--- src/logic/rv_core_pkg.sv ---
package rv_core_pkg;

  // major opcodes of the supported subset.
  localparam logic [6:0] OPC_OP     = 7'b0110011;
  localparam logic [6:0] OPC_OP_IMM = 7'b0010011;
  localparam logic [6:0] OPC_LUI    = 7'b0110111;
  localparam logic [6:0] OPC_LOAD   = 7'b0000011;
  localparam logic [6:0] OPC_STORE  = 7'b0100011;

  typedef struct packed {
    logic [6:0] funct7;
    logic [4:0] rs2;
    logic [4:0] rs1;
    logic [2:0] funct3;
    logic [4:0] rd;
    logic [6:0] opcode;
  } r_fmt_t;

  typedef struct packed {
    logic [11:0] imm11_0;
    logic [4:0]  rs1;
    logic [2:0]  funct3;
    logic [4:0]  rd;
    logic [6:0]  opcode;
  } i_fmt_t;

  typedef struct packed {
    logic [6:0] imm11_5;
    logic [4:0] rs2;
    logic [4:0] rs1;
    logic [2:0] funct3;
    logic [4:0] imm4_0;
    logic [6:0] opcode;
  } s_fmt_t;

  // one instruction word, three views.
  typedef union packed {
    r_fmt_t r_fmt;
    i_fmt_t i_fmt;
    s_fmt_t s_fmt;
  } insn_t;

  typedef struct packed {
    logic [31:0] pc;
    insn_t       insn;
  } queue_entry_t;

  typedef struct packed {
    logic        wen;
    logic [31:0] addr;
    logic [31:0] wdata;
    logic [3:0]  strb;
  } mem_req_t;

  // retirement record, rvfi style.
  typedef struct packed {
    logic [31:0] order;
    logic [31:0] insn;
    logic        trap;
    logic [4:0]  rd_addr;
    logic [31:0] rd_wdata;
    logic [31:0] pc_rdata;
    logic [31:0] pc_wdata;
    logic [31:0] mem_addr;
    logic [3:0]  mem_rmask;
    logic [3:0]  mem_wmask;
    logic [31:0] mem_rdata;
    logic [31:0] mem_wdata;
  } retire_t;

endpackage

--- src/logic/fetch_unit.sv ---
`timescale 1ns/1ps

module fetch_unit #(
  parameter logic [31:0] RESET_PC    = 32'h0000_0000,
  parameter int          QUEUE_DEPTH = 4
) (
  input  logic                         clock,
  input  logic                         rst_n_i,
  input  rv_core_pkg::insn_t           imem_rdata_i,
  input  logic [$clog2(QUEUE_DEPTH):0] free_count_i,
  output logic                         imem_valid_o,
  output logic [31:0]                  imem_addr_o,
  output logic                         push_valid_o,
  output rv_core_pkg::queue_entry_t    push_entry_o
);

  localparam int CNT_W = $clog2(QUEUE_DEPTH) + 1;

  logic             run_q;      // set one cycle after reset release.
  logic [31:0]      pc_q;       // next address to request.
  logic [31:0]      req_pc_q;   // address of the word now returning.
  logic             rsp_q;      // read data valid on imem_rdata_i.
  logic [CNT_W-1:0] inflight_q; // requests not yet pushed.

  // only ask when the queue can take every word still on its way
  assign imem_valid_o = run_q && (free_count_i > inflight_q);
  assign imem_addr_o  = pc_q;

  assign push_valid_o = rsp_q;
  assign push_entry_o = '{pc: req_pc_q, insn: imem_rdata_i};

  always_ff @(posedge clock or negedge rst_n_i) begin
    if (!rst_n_i) begin
      run_q      <= 1'b0;
      pc_q       <= RESET_PC;
      rsp_q      <= 1'b0;
      inflight_q <= '0;
    end else begin
      run_q <= 1'b1;
      rsp_q <= imem_valid_o;
      if (imem_valid_o) begin
        pc_q <= pc_q + 32'd4; // sequential stream.
      end
      case ({imem_valid_o, rsp_q})
        2'b10:   inflight_q <= inflight_q + 1'b1;
        2'b01:   inflight_q <= inflight_q - 1'b1;
        default: inflight_q <= inflight_q;
      endcase
    end
  end

  always_ff @(posedge clock) begin
    if (imem_valid_o) begin
      req_pc_q <= pc_q; // pairs with next cycle's data.
    end
  end

endmodule

--- src/logic/insn_queue.sv ---
`timescale 1ns/1ps

module insn_queue #(
  parameter int QUEUE_DEPTH = 4
) (
  input  logic                         clock,
  input  logic                         rst_n_i,
  input  logic                         push_valid_i,
  input  rv_core_pkg::queue_entry_t    push_entry_i,
  input  logic                         pop_ready_i,
  output logic                         pop_valid_o,
  output rv_core_pkg::queue_entry_t    head_entry_o,
  output logic [$clog2(QUEUE_DEPTH):0] free_count_o
);

  localparam int PTR_W = $clog2(QUEUE_DEPTH);
  localparam int CNT_W = PTR_W + 1;

  rv_core_pkg::queue_entry_t mem_q [QUEUE_DEPTH];

  logic [PTR_W-1:0] wr_ptr_q;
  logic [PTR_W-1:0] rd_ptr_q;
  logic [CNT_W-1:0] count_q;
  logic             pop;

  assign pop_valid_o  = (count_q != '0);
  assign head_entry_o = mem_q[rd_ptr_q];
  assign free_count_o = CNT_W'(QUEUE_DEPTH) - count_q;
  assign pop          = pop_valid_o && pop_ready_i;

  always_ff @(posedge clock or negedge rst_n_i) begin
    if (!rst_n_i) begin
      wr_ptr_q <= '0;
      rd_ptr_q <= '0;
      count_q  <= '0;
    end else begin
      if (push_valid_i) begin
        wr_ptr_q <= wr_ptr_q + 1'b1; // wraps, depth is a power of two.
      end
      if (pop) begin
        rd_ptr_q <= rd_ptr_q + 1'b1;
      end
      case ({push_valid_i, pop})
        2'b10:   count_q <= count_q + 1'b1;
        2'b01:   count_q <= count_q - 1'b1;
        default: count_q <= count_q; // both or neither.
      endcase
    end
  end

  // fetch never pushes into a full queue
  always_ff @(posedge clock) begin
    if (push_valid_i) begin
      mem_q[wr_ptr_q] <= push_entry_i;
    end
  end

endmodule

--- src/logic/exec_unit.sv ---
`timescale 1ns/1ps

module exec_unit (
  input  logic                      clock,
  input  logic                      rst_n_i,
  input  logic                      pop_valid_i,
  input  rv_core_pkg::queue_entry_t head_entry_i,
  input  logic                      mem_done_i,
  input  logic [31:0]               mem_rdata_i,
  output logic                      pop_ready_o,
  output logic                      mem_valid_o,
  output rv_core_pkg::mem_req_t     mem_req_o,
  output logic                      retire_valid_o,
  output rv_core_pkg::retire_t      retire_o
);

  localparam logic [1:0] ST_IDLE   = 2'd0;
  localparam logic [1:0] ST_MEM    = 2'd1;
  localparam logic [1:0] ST_RETIRE = 2'd2;

  logic [1:0]  state_q;
  logic [31:0] order_q;
  logic        mem_valid_q;
  logic [31:0] regs_q [1:31]; // x0 is not stored.

  rv_core_pkg::insn_t    insn;
  rv_core_pkg::mem_req_t req_q;
  rv_core_pkg::retire_t  rec_d;
  rv_core_pkg::retire_t  rec_q;

  logic        pop;
  logic        mem_fin;
  logic [31:0] rs1_val;
  logic [31:0] rs2_val;
  logic [31:0] imm_i;
  logic [31:0] imm_s;
  logic        legal;
  logic        is_mem;
  logic        is_load;
  logic [31:0] alu_res;
  logic [31:0] mem_addr;

  assign pop_ready_o = (state_q == ST_IDLE);
  assign pop         = pop_valid_i && pop_ready_o;
  assign insn        = head_entry_i.insn;

  // done only counts once the start pulse is over
  assign mem_fin = (state_q == ST_MEM) && mem_done_i && !mem_valid_q;

  assign rs1_val = (insn.r_fmt.rs1 == 5'd0) ? 32'd0 : regs_q[insn.r_fmt.rs1];
  assign rs2_val = (insn.r_fmt.rs2 == 5'd0) ? 32'd0 : regs_q[insn.r_fmt.rs2];
  assign imm_i   = {{20{insn.i_fmt.imm11_0[11]}}, insn.i_fmt.imm11_0};
  assign imm_s   = {{20{insn.s_fmt.imm11_5[6]}}, insn.s_fmt.imm11_5, insn.s_fmt.imm4_0};

  always_comb begin
    legal    = 1'b0;
    is_mem   = 1'b0;
    is_load  = 1'b0;
    alu_res  = 32'd0;
    mem_addr = 32'd0;
    case (insn.r_fmt.opcode)
      rv_core_pkg::OPC_OP: begin
        if (insn.r_fmt.funct3 == 3'b000 && insn.r_fmt.funct7 == 7'b0000000) begin
          legal   = 1'b1;
          alu_res = rs1_val + rs2_val; // add.
        end else if (insn.r_fmt.funct3 == 3'b000 && insn.r_fmt.funct7 == 7'b0100000) begin
          legal   = 1'b1;
          alu_res = rs1_val - rs2_val; // sub.
        end
      end
      rv_core_pkg::OPC_OP_IMM: begin
        if (insn.i_fmt.funct3 == 3'b000) begin
          legal   = 1'b1;
          alu_res = rs1_val + imm_i; // addi.
        end
      end
      rv_core_pkg::OPC_LUI: begin
        legal   = 1'b1;
        alu_res = {insn[31:12], 12'd0}; // u-type immediate sits in the top bits.
      end
      rv_core_pkg::OPC_LOAD: begin
        if (insn.i_fmt.funct3 == 3'b010) begin
          legal    = 1'b1;
          is_mem   = 1'b1;
          is_load  = 1'b1;
          mem_addr = rs1_val + imm_i; // lw.
        end
      end
      rv_core_pkg::OPC_STORE: begin
        if (insn.s_fmt.funct3 == 3'b010) begin
          legal    = 1'b1;
          is_mem   = 1'b1;
          mem_addr = rs1_val + imm_s; // sw.
        end
      end
      default: legal = 1'b0; // retires as a trap.
    endcase
  end

  // record as far as it is known at the pop
  always_comb begin
    rec_d          = '0;
    rec_d.order    = order_q;
    rec_d.insn     = insn;
    rec_d.trap     = !legal;
    rec_d.pc_rdata = head_entry_i.pc;
    rec_d.pc_wdata = head_entry_i.pc + 32'd4;
    if (legal && !is_mem) begin
      rec_d.rd_addr  = insn.r_fmt.rd;
      rec_d.rd_wdata = (insn.r_fmt.rd == 5'd0) ? 32'd0 : alu_res;
    end
    if (is_load) begin
      rec_d.rd_addr   = insn.i_fmt.rd;
      rec_d.mem_addr  = mem_addr;
      rec_d.mem_rmask = 4'b1111;
    end else if (is_mem) begin
      rec_d.mem_addr  = mem_addr;
      rec_d.mem_wmask = 4'b1111;
      rec_d.mem_wdata = rs2_val;
    end
  end

  always_ff @(posedge clock or negedge rst_n_i) begin
    if (!rst_n_i) begin
      state_q     <= ST_IDLE;
      mem_valid_q <= 1'b0;
      order_q     <= 32'd0;
    end else begin
      mem_valid_q <= pop && is_mem; // single cycle start.
      case (state_q)
        ST_IDLE: begin
          if (pop) begin
            state_q <= is_mem ? ST_MEM : ST_RETIRE;
          end
        end
        ST_MEM: begin
          if (mem_fin) begin
            state_q <= ST_RETIRE;
          end
        end
        ST_RETIRE: begin
          state_q <= ST_IDLE;
          order_q <= order_q + 32'd1;
        end
        default: state_q <= ST_IDLE;
      endcase
    end
  end

  always_ff @(posedge clock) begin
    if (pop) begin
      rec_q <= rec_d;
      req_q <= '{wen: !is_load, addr: mem_addr, wdata: rs2_val, strb: 4'b1111};
    end else if (mem_fin && rec_q.mem_rmask != 4'b0000) begin
      rec_q.mem_rdata <= mem_rdata_i; // load data.
      if (rec_q.rd_addr != 5'd0) begin
        rec_q.rd_wdata <= mem_rdata_i;
      end
    end
  end

  // writeback at the end of the retire cycle
  always_ff @(posedge clock or negedge rst_n_i) begin
    if (!rst_n_i) begin
      for (int i = 1; i < 32; i++) begin
        regs_q[i] <= 32'd0;
      end
    end else if (state_q == ST_RETIRE && rec_q.rd_addr != 5'd0) begin
      regs_q[rec_q.rd_addr] <= rec_q.rd_wdata;
    end
  end

  assign mem_valid_o    = mem_valid_q;
  assign mem_req_o      = req_q;
  assign retire_valid_o = (state_q == ST_RETIRE);
  assign retire_o       = rec_q;

endmodule

--- src/logic/core_top.sv ---
`timescale 1ns/1ps

module core_top #(
  parameter int          QUEUE_DEPTH = 4,
  parameter logic [31:0] RESET_PC    = 32'h0000_0000
) (
  input  logic                  clock,
  input  logic                  rst_n_i,
  input  rv_core_pkg::insn_t    imem_rdata_i,
  input  logic                  mem_done_i,
  input  logic [31:0]           mem_rdata_i,
  output logic                  imem_valid_o,
  output logic [31:0]           imem_addr_o,
  output logic                  mem_valid_o,
  output rv_core_pkg::mem_req_t mem_req_o,
  output logic                  retire_valid_o,
  output rv_core_pkg::retire_t  retire_o
);

  localparam int CNT_W = $clog2(QUEUE_DEPTH) + 1;

  logic                      push_valid;
  rv_core_pkg::queue_entry_t push_entry;
  logic [CNT_W-1:0]          free_count;
  logic                      pop_valid;
  logic                      pop_ready;
  rv_core_pkg::queue_entry_t head_entry;

  fetch_unit #(
    .RESET_PC    (RESET_PC),
    .QUEUE_DEPTH (QUEUE_DEPTH)
  ) fetch_unit_i (
    .clock        (clock),
    .rst_n_i      (rst_n_i),
    .imem_rdata_i (imem_rdata_i),
    .free_count_i (free_count),
    .imem_valid_o (imem_valid_o),
    .imem_addr_o  (imem_addr_o),
    .push_valid_o (push_valid),
    .push_entry_o (push_entry)
  );

  insn_queue #(
    .QUEUE_DEPTH (QUEUE_DEPTH)
  ) insn_queue_i (
    .clock        (clock),
    .rst_n_i      (rst_n_i),
    .push_valid_i (push_valid),
    .push_entry_i (push_entry),
    .pop_ready_i  (pop_ready),
    .pop_valid_o  (pop_valid),
    .head_entry_o (head_entry),
    .free_count_o (free_count)
  );

  exec_unit exec_unit_i (
    .clock          (clock),
    .rst_n_i        (rst_n_i),
    .pop_valid_i    (pop_valid),
    .head_entry_i   (head_entry),
    .mem_done_i     (mem_done_i),
    .mem_rdata_i    (mem_rdata_i),
    .pop_ready_o    (pop_ready),
    .mem_valid_o    (mem_valid_o),
    .mem_req_o      (mem_req_o),
    .retire_valid_o (retire_valid_o),
    .retire_o       (retire_o)
  );

endmodule

--- config.mk ---
export PLATFORM = sky130hd
export DESIGN_NAME = core_top
export DESIGN_NICKNAME = d
export VERILOG_FILES = /design/src/logic/rv_core_pkg.sv /design/src/logic/fetch_unit.sv /design/src/logic/insn_queue.sv /design/src/logic/exec_unit.sv /design/src/logic/core_top.sv
export SDC_FILE = /design/constraint.sdc
export NUM_CORES = 2
export LEC_CHECK = 0
export BUFFER_PORTS_ARGS = -buffer_cell sky130_fd_sc_hd__clkbuf_2
export CORE_MARGIN = 1
export CORE_UTILIZATION = 50
export DETAILED_ROUTE_END_ITERATION = 10
export PLACE_DENSITY = 0.78
export SLEW_MARGIN = 20
export SYNTH_ARGS = -nofsm -noshare
export SYNTH_HDL_FRONTEND = slang
export SYNTH_SLANG_ARGS = --single-unit
--- constraint.sdc ---
create_clock -name clock -period 14.95 [get_ports clock]
set_input_delay 1.495 -clock clock [delete_from_list [all_inputs] [get_ports clock]]
set_output_delay 1.495 -clock clock [all_outputs]
set_load 0.005 [all_outputs]
* Word-level counts from Yosys, hierarchy flattened *
Memories as Yosys holds them, arrays and structs flattened.
Cells that the tools add are included.

storage, ports and cells
  register bits = 1,438
  memory bits (writable) = 256
  input bits = 67
  output and inout bits = 374
  word-level logic and storage cells = 171
  memories kept = 1

cells by class
  add/subtract/negate cells = 14
  order comparisons = 5
  eq/ne operators = 15
  muxes and demuxes = 43
  bitwise logic cells = 4
  reductions and logical operators = 32

memories
  name                words  width  read ports  clocked after Yosys merged registers in  write ports  RTL line          source
  insn_queue_i.mem_q  4      64     1           0                                        1            insn_queue.sv:19  rv_core_pkg::queue_entry_t mem_q [QUEUE_DEPTH];

operator list
  operator                                       count
  bitwise mux 992 bit                            1
  2-to-1 mux 32 bit                              18
  binary-select mux 32 bit (select 5 bit)        2
  demux 32 bit (select 5 bit)                    1
  adder 32 bit                                   3
  case mux 32 bit (3 select lines)               1
  adder 32 x 3 -> 32 bit, second input constant  2
  case mux 32 bit (2 select lines)               1
  2-to-1 mux 37 bit                              1
  adder 32 x 1 -> 32 bit, second input constant  1
  subtractor 32 bit                              1
  == test 7 x 6 -> 1 bit, second input constant  4
  >= comparator 6 bit, second input constant     3
  NOT 5 -> 6 bit                                 3
  zero test 5 bit                                3
  case mux 3 bit (2 select lines)                2
  logical AND 1 bit                              11
  2-to-1 mux 1 bit                               8
  2-to-1 mux 4 bit                               2
  nonzero test 2 bit                             4
  == test 7 x 2 -> 1 bit, second input constant  1
  == test 7 x 5 -> 1 bit, second input constant  1
  zero test 7 bit                                1
  adder 3 x 1 -> 3 bit, second input constant    2
  23 further kinds                               36

* Longest topological paths before layout *
An unclocked memory read counts as a cell.

  depth after elaboration = 13
  depth in mapped cells = 32
  mapped depth without buffers = 25

* By module *
Synthesis repeated with hierarchy kept, for this count alone.

second synthesis, totals
  cell total of the unflattened synthesis = 5,847
  area, all modules = 85,055.3 µm²

by module, submodules not included
  module      instances  cells an instance  area an instance (µm²)  seq. area each (µm²)
  exec_unit   1          5,248              72,510.8                35,198.8
  insn_queue  1          376                9,666.8                 7,862.5
  fetch_unit  1          223                2,877.8                 1,776.7

* Least setup slack after synthesis *
Ideal clock, no wire load.

  path kind = reg-to-reg
  start point = register insn_queue_i.count_q[0]
  end point = register insn_queue_i.count_q[2]
  setup time = 0.080 ns
  data arrival time = 10.548 ns
  required time = 14.870 ns
  setup slack = 4.322 ns
  cell stages (with the launch flop) = 14
  buffers on the path = 2
  period minus slack after synthesis = 10.628 ns
  cells stage by stage = dfrtp_1 > inv_1 > ha_1 > ha_1 > or3_1 > clkbuf_1 > clkinv_1 > buf_1 > ha_1 > inv_1 > fa_1 > xor2_1 > nor2_1 > xnor2_1

between the ends
  longest elaborated chain between the ends = 4
  elaborated cells on any way between the ends = 8
  those cells by class = add/sub: 2; eq/ne: 2; mux: 1; reduce/logical: 3

ends and longest elaborated chain
  item                                                                   RTL line          source
  start, declared                                                        insn_queue.sv:23  logic [CNT_W-1:0] count_q;
  start signal, assigned                                                 insn_queue.sv:44  2'b10: count_q <= count_q + 1'b1;
  start signal, assigned                                                 insn_queue.sv:45  2'b01: count_q <= count_q - 1'b1;
  start signal, assigned                                                 insn_queue.sv:46  default: count_q <= count_q;
  nonzero test 3 bit *                                                   insn_queue.sv:26  assign pop_valid_o = (count_q != '0);
  logical AND 1 bit *                                                    --
  named net exec_unit_i.pop                                              exec_unit.sv:31   logic pop;
  == test 2 x 1 -> 1 bit or == test 2 bit (tied branches)                insn_queue.sv:43  case ({push_valid_i, pop})
  case mux 3 bit (2 select lines) or nonzero test 2 bit (tied branches)  --

Mark *: on every way through the listed nets, which the timed path passes. The rest lies on a longest branch.
A chain may end at the register's enable or synchronous reset.

* Final worst setup path *
  start point = register insn_queue_i.rd_ptr_q[1]
  end point = register exec_unit_i.rec_q, in the netlist exec_unit_i.retire_o[199], data pin

between the ends
  longest elaborated chain between the ends = 13
  elaborated cells on any way between the ends = 44
  those cells by class = add/sub: 3; eq/ne: 7; mux: 21; bitwise: 2; reduce/logical: 10; memory: 1

ends and longest elaborated chain
  item                                                  RTL line          source
  start, declared                                       insn_queue.sv:22  logic [PTR_W-1:0] rd_ptr_q;
  start signal, assigned                                insn_queue.sv:41  rd_ptr_q <= rd_ptr_q + 1'b1;
  memory read (4 x 64 bit) *                            --
  NOT 5 -> 6 bit (not written as such)                  exec_unit.sv:51   assign rs2_val = (insn.r_fmt.rs2 == 5'd0) ? 32'd0 : regs_q[insn.r_fmt.rs2];
  binary-select mux 32 bit (select 5 bit)               exec_unit.sv:51
  2-to-1 mux 32 bit (not written as such) (2 in a row)  exec_unit.sv:51
  2-to-1 mux 32 bit *                                   exec_unit.sv:51
  named net exec_unit_i.rs2_val[10]                     exec_unit.sv:34   logic [31:0] rs2_val;
  subtractor 32 bit                                     exec_unit.sv:68   alu_res = rs1_val - rs2_val;
  2-to-1 mux 32 bit                                     exec_unit.sv:66   end else if (insn.r_fmt.funct3 == 3'b000 && insn.r_fmt.funct7 == 7'b0100000) begin
  2-to-1 mux 32 bit *                                   exec_unit.sv:63   if (insn.r_fmt.funct3 == 3'b000 && insn.r_fmt.funct7 == 7'b0000000) begin
  case mux 32 bit (3 select lines) *                    exec_unit.sv:61   case (insn.r_fmt.opcode)
  2-to-1 mux 32 bit *                                   exec_unit.sv:110  rec_d.rd_wdata = (insn.r_fmt.rd == 5'd0) ? 32'd0 : alu_res;
  2-to-1 mux 37 bit *                                   exec_unit.sv:108  if (legal && !is_mem) begin
  2-to-1 mux 32 bit *                                   exec_unit.sv:151  if (pop) begin
  end signal, assigned                                  exec_unit.sv:152  rec_q <= rec_d;
  end, declared                                         exec_unit.sv:29   rv_core_pkg::retire_t rec_q;

Mark *: on every way through the listed nets, which the timed path passes. The rest lies on a longest branch. The select of a mux whose other input is x is not followed.

==> out/results.txt <==
Slew of the pin with the lowest slew margin: 1270 ps. The final number of max-transition violations is 0, and the number of instances in the synthesized netlist is 6593. The wire length per cell after detailed routing is 31.1 microns, and the number of H-tree levels is 4. The total clock buffers created by CTS was 171. The worst setup path is captured at a flop. The tree built by TritonCTS fans out to 1672 sinks. Yosys mapped the design onto 93 distinct sky130hd cell types. The Yosys step of the flow raised 0 warnings. Relative to the synthesized area, the layout overhead comes to 12.2%. Summed over all layers, the global routing overflow is 0.

By startpoint and endpoint, the worst setup path is classified as reg -> reg. Sorting the synthesized cells by how often they occur yields 1069 x sky130_fd_sc_hd__dfrtp_1, 1008 x sky130_fd_sc_hd__mux2_2, 826 x sky130_fd_sc_hd__nand2_1. In the routed layout, each cell is associated on average with a via count of 6.68.

The worst hold path belongs to the class reg -> reg. The synthesized design devotes to its leading area cell type 31.5% of total area. Measured along the x axis, the die boundary spans 414 microns.

For the global routing usage summed across all routing layers, the log shows 32.7%. The worst pin sits at a relative slew slack of 14.2%. For this run, design rule violations remaining after detail routing come to 0. Setup violations remaining at the end of the flow were counted as 0.

The iteration-0 DRC count of the detailed router is 8018, and the share of post-route cells with drive strength above 1 is 34.4%. The smallest clock period supported by the final layout is computed as 9650 ps. The starting density of the core came out at 50.5%.

The full die area is 0.171 sq mm, and the post-route fraction of the period consumed by the critical path is 64.5%. The pre-antenna-repair detailed-routing pass consisted of 8 iterations. The via count of the first global-routing pass is 61100, and the maximum fanout along the worst path is 117. Arrival time reported for the critical path endpoint: 10250 ps. The share of the yosys chip area belonging to registers is 52.5%. Entering global routing, the biggest net connects 188 pins.

The run gives 285000 microns as the aggregate routed wire length. The tools report the critical path startpoint category as a flop. The initial antenna violation count is 23, and the final net count is 6997. Sorting the synthesized cells by area gives the leading types as sky130_fd_sc_hd__dfrtp_1 32%, sky130_fd_sc_hd__edfxtp_1 20%, sky130_fd_sc_hd__mux2_2 13%, sky130_fd_sc_hd__mux4_2 11%, sky130_fd_sc_hd__nand2_1 3.7%. Setup repair after global routing left no endpoint under its margin.

The critical path data required time came out at 15550 ps. The tools report the setup total negative slack as 0 ps. In this run the post-CTS setup repair buffer count came out at 0. The clock passes through at most 3 buffers.

The clock arrives with 75.6 ps of skew. The clock insertion delay at the later pin of the skew report was 850 ps; the total number of vias was 61300. The hold buffer count at cts is 0, and the height of the die is 414 microns. The logs give 0 for the final count of hold timing violations and 182000 microns for the HPWL after detailed placement. The flip-flop and latch count after synthesis is 1672, and the number of routed nets with antenna violations is 0. The dominant cell by count in the synthesized netlist was sky130_fd_sc_hd__dfrtp_1. For the post-synthesis instance area, the log shows 0.0849 sq mm. The weighted congestion reported at the end of routability-driven placement was 0.990; the number of maximum-capacitance constraint violations was 0.

Static timing analysis puts the maximum clock frequency at 104 MHz. The wire length of the first global-routing pass is 415000 microns. The clock transition time at the flip-flop clock pins of the worst setup and hold paths was 60 ps. Synthesized area per cell: 12.9 sq um.

The tree is rooted in a sky130_fd_sc_hd__clkbuf_16. For the top-level I/O count, the log shows 441. The flow ran to the end, and the final reports show no timing, DRC or antenna violations. In this run, synthesis inferred 571 flip-flops with an integrated enable.

Among all flip-flop cells after synthesis, the most frequent one is sky130_fd_sc_hd__dfrtp_1. The floorplan has 150 rows. For the count of cells resized by post-cts repair, the log shows 0. Buffers placed on the I/O ports in this run total 430.

Proportion of register bits with asynchronous set or reset after synthesis: 63.9%. TritonCTS built the clock tree. sky130_fd_sc_hd__dfrtp_1 takes more of the synthesized area than any other cell. The total area inside the core boundary comes to 0.168 sq mm.
-- critical path: stages (launching register included) --
cell and delay [ps]:
sky130_fd_sc_hd__dfrtp_4 760, sky130_fd_sc_hd__buf_4 650, sky130_fd_sc_hd__mux2i_1 170, sky130_fd_sc_hd__mux2_2 510, sky130_fd_sc_hd__inv_8 520, sky130_fd_sc_hd__buf_4 690, sky130_fd_sc_hd__buf_12 660, sky130_fd_sc_hd__nand2_1 100
sky130_fd_sc_hd__and3_1 200, sky130_fd_sc_hd__a311oi_1 280, sky130_fd_sc_hd__a211oi_1 110, sky130_fd_sc_hd__o41ai_2 650, sky130_fd_sc_hd__inv_1 150, sky130_fd_sc_hd__ha_1 470, sky130_fd_sc_hd__or4_1 570, sky130_fd_sc_hd__nor2_1 280
sky130_fd_sc_hd__a21boi_0 220, sky130_fd_sc_hd__o41ai_1 150, sky130_fd_sc_hd__a41o_1 340, sky130_fd_sc_hd__o31ai_1 640, sky130_fd_sc_hd__o31ai_1 220, sky130_fd_sc_hd__a211oi_1 290, sky130_fd_sc_hd__a211o_1 190, sky130_fd_sc_hd__a221o_1 170
sky130_fd_sc_hd__xor2_1 60, sky130_fd_sc_hd__a211o_1 290
-- cells by family after synthesis --
family	synth area share [%]
compound gates	6.66
xor+xnor	2.01
fa+ha+maj	1.82
buf+inv	3.15
flops	52.5
mux	25.7
other cells	0.00884
simple gates	8.18
-- layout by cell type (no fill, tap or decap), drive strengths merged, types with 82 or more instances in the layout --
master	n
dfrtp	1069
mux2	1012
nand2	827
clkbuf	682
edfxtp	571
mux4	421
nor2	276
a21oi	227
nand3	170
buf	154
xnor2	134
o21ai	122
inv	117
ha	109
mux2i	95
a211oi	85
and3	82
-- layout make-up --
type	instances	area (sq um)
diodes	17	42.5
clock buffers	253	5090
clock inverters	62	758
fillers	12900	72700
inverters	113	469
multi-input cells	4274	38100
flip-flops and latches	1672	44500
well taps	2204	2760
repair buffers	583	3470
-- state kept, by name (all words and copies together) (netlist names) --
signal and flops:
exec_unit_i.regs_q 992, exec_unit_i.retire_o 260, insn_queue_i.mem_q 248, exec_unit_i.mem_req_o 65, exec_unit_i.order_q 32, fetch_unit_i.imem_addr_o 30, fetch_unit_i.req_pc_q 30, fetch_unit_i.inflight_q 3
insn_queue_i.count_q 3, exec_unit_i.state_q 2, insn_queue_i.rd_ptr_q 2, insn_queue_i.wr_ptr_q 2, exec_unit_i.mem_valid_o 1, fetch_unit_i.push_valid_o 1, fetch_unit_i.run_q 1
-- layer usage --
metal  up-vias  wire [microns]  GRT usage (%)
met2      4080          128000           48.6
met4         6           21100           21.2
met3      1092           32800           9.34
li1      24900               -              -
met5         -              44              0
met1     31300          104000           41.9
-- worst paths after layout --
path / end / from / cells after the start / slack [ps]
min in group asynchronous: exec_unit_i.regs_q[304]$_DFFE_PN0P_ / rst_n_i / 1 / 740
min: exec_unit_i.retire_o[63]$_SDFFE_PP0P_ / exec_unit_i.retire_o[63]$_SDFFE_PP0P_ / 2 / 460
max in group asynchronous: insn_queue_i.rd_ptr_q[1]$_DFFE_PN0P_ / rst_n_i / 4 / 10950
max reg2reg: exec_unit_i.retire_o[199]$_DFFE_PP_ / insn_queue_i.rd_ptr_q[1]$_DFFE_PN0P_ / 25 / 5300
max: exec_unit_i.retire_o[199]$_DFFE_PP_ / insn_queue_i.rd_ptr_q[1]$_DFFE_PN0P_ / 25 / 5300
min reg2reg: exec_unit_i.retire_o[63]$_SDFFE_PP0P_ / exec_unit_i.retire_o[63]$_SDFFE_PP0P_ / 2 / 460
-- per-stage QoR --
stage / hold WS, ps / std cells / worst slack, ps / util [%] / cell area (sq um)
4_1_cts: 460 / 9156 / 5530 / 56.6 / 95100
2_1_floorplan: 441 / 6602 / 4320 / - / 84900
5_1_grt: 480 / 9171 / 4940 / 56.7 / 95300
3_5_place_dp: 451 / 8841 / 5570 / 53.1 / 89300
3_3_place_gp: 440 / 8840 / 5620 / 53.1 / 89200
6_report: 457 / 9178 / 5300 / 56.7 / 95300
Power is not shown: default switching activity piles up to over one toggle a cycle in this logic, so the estimate is an artifact.
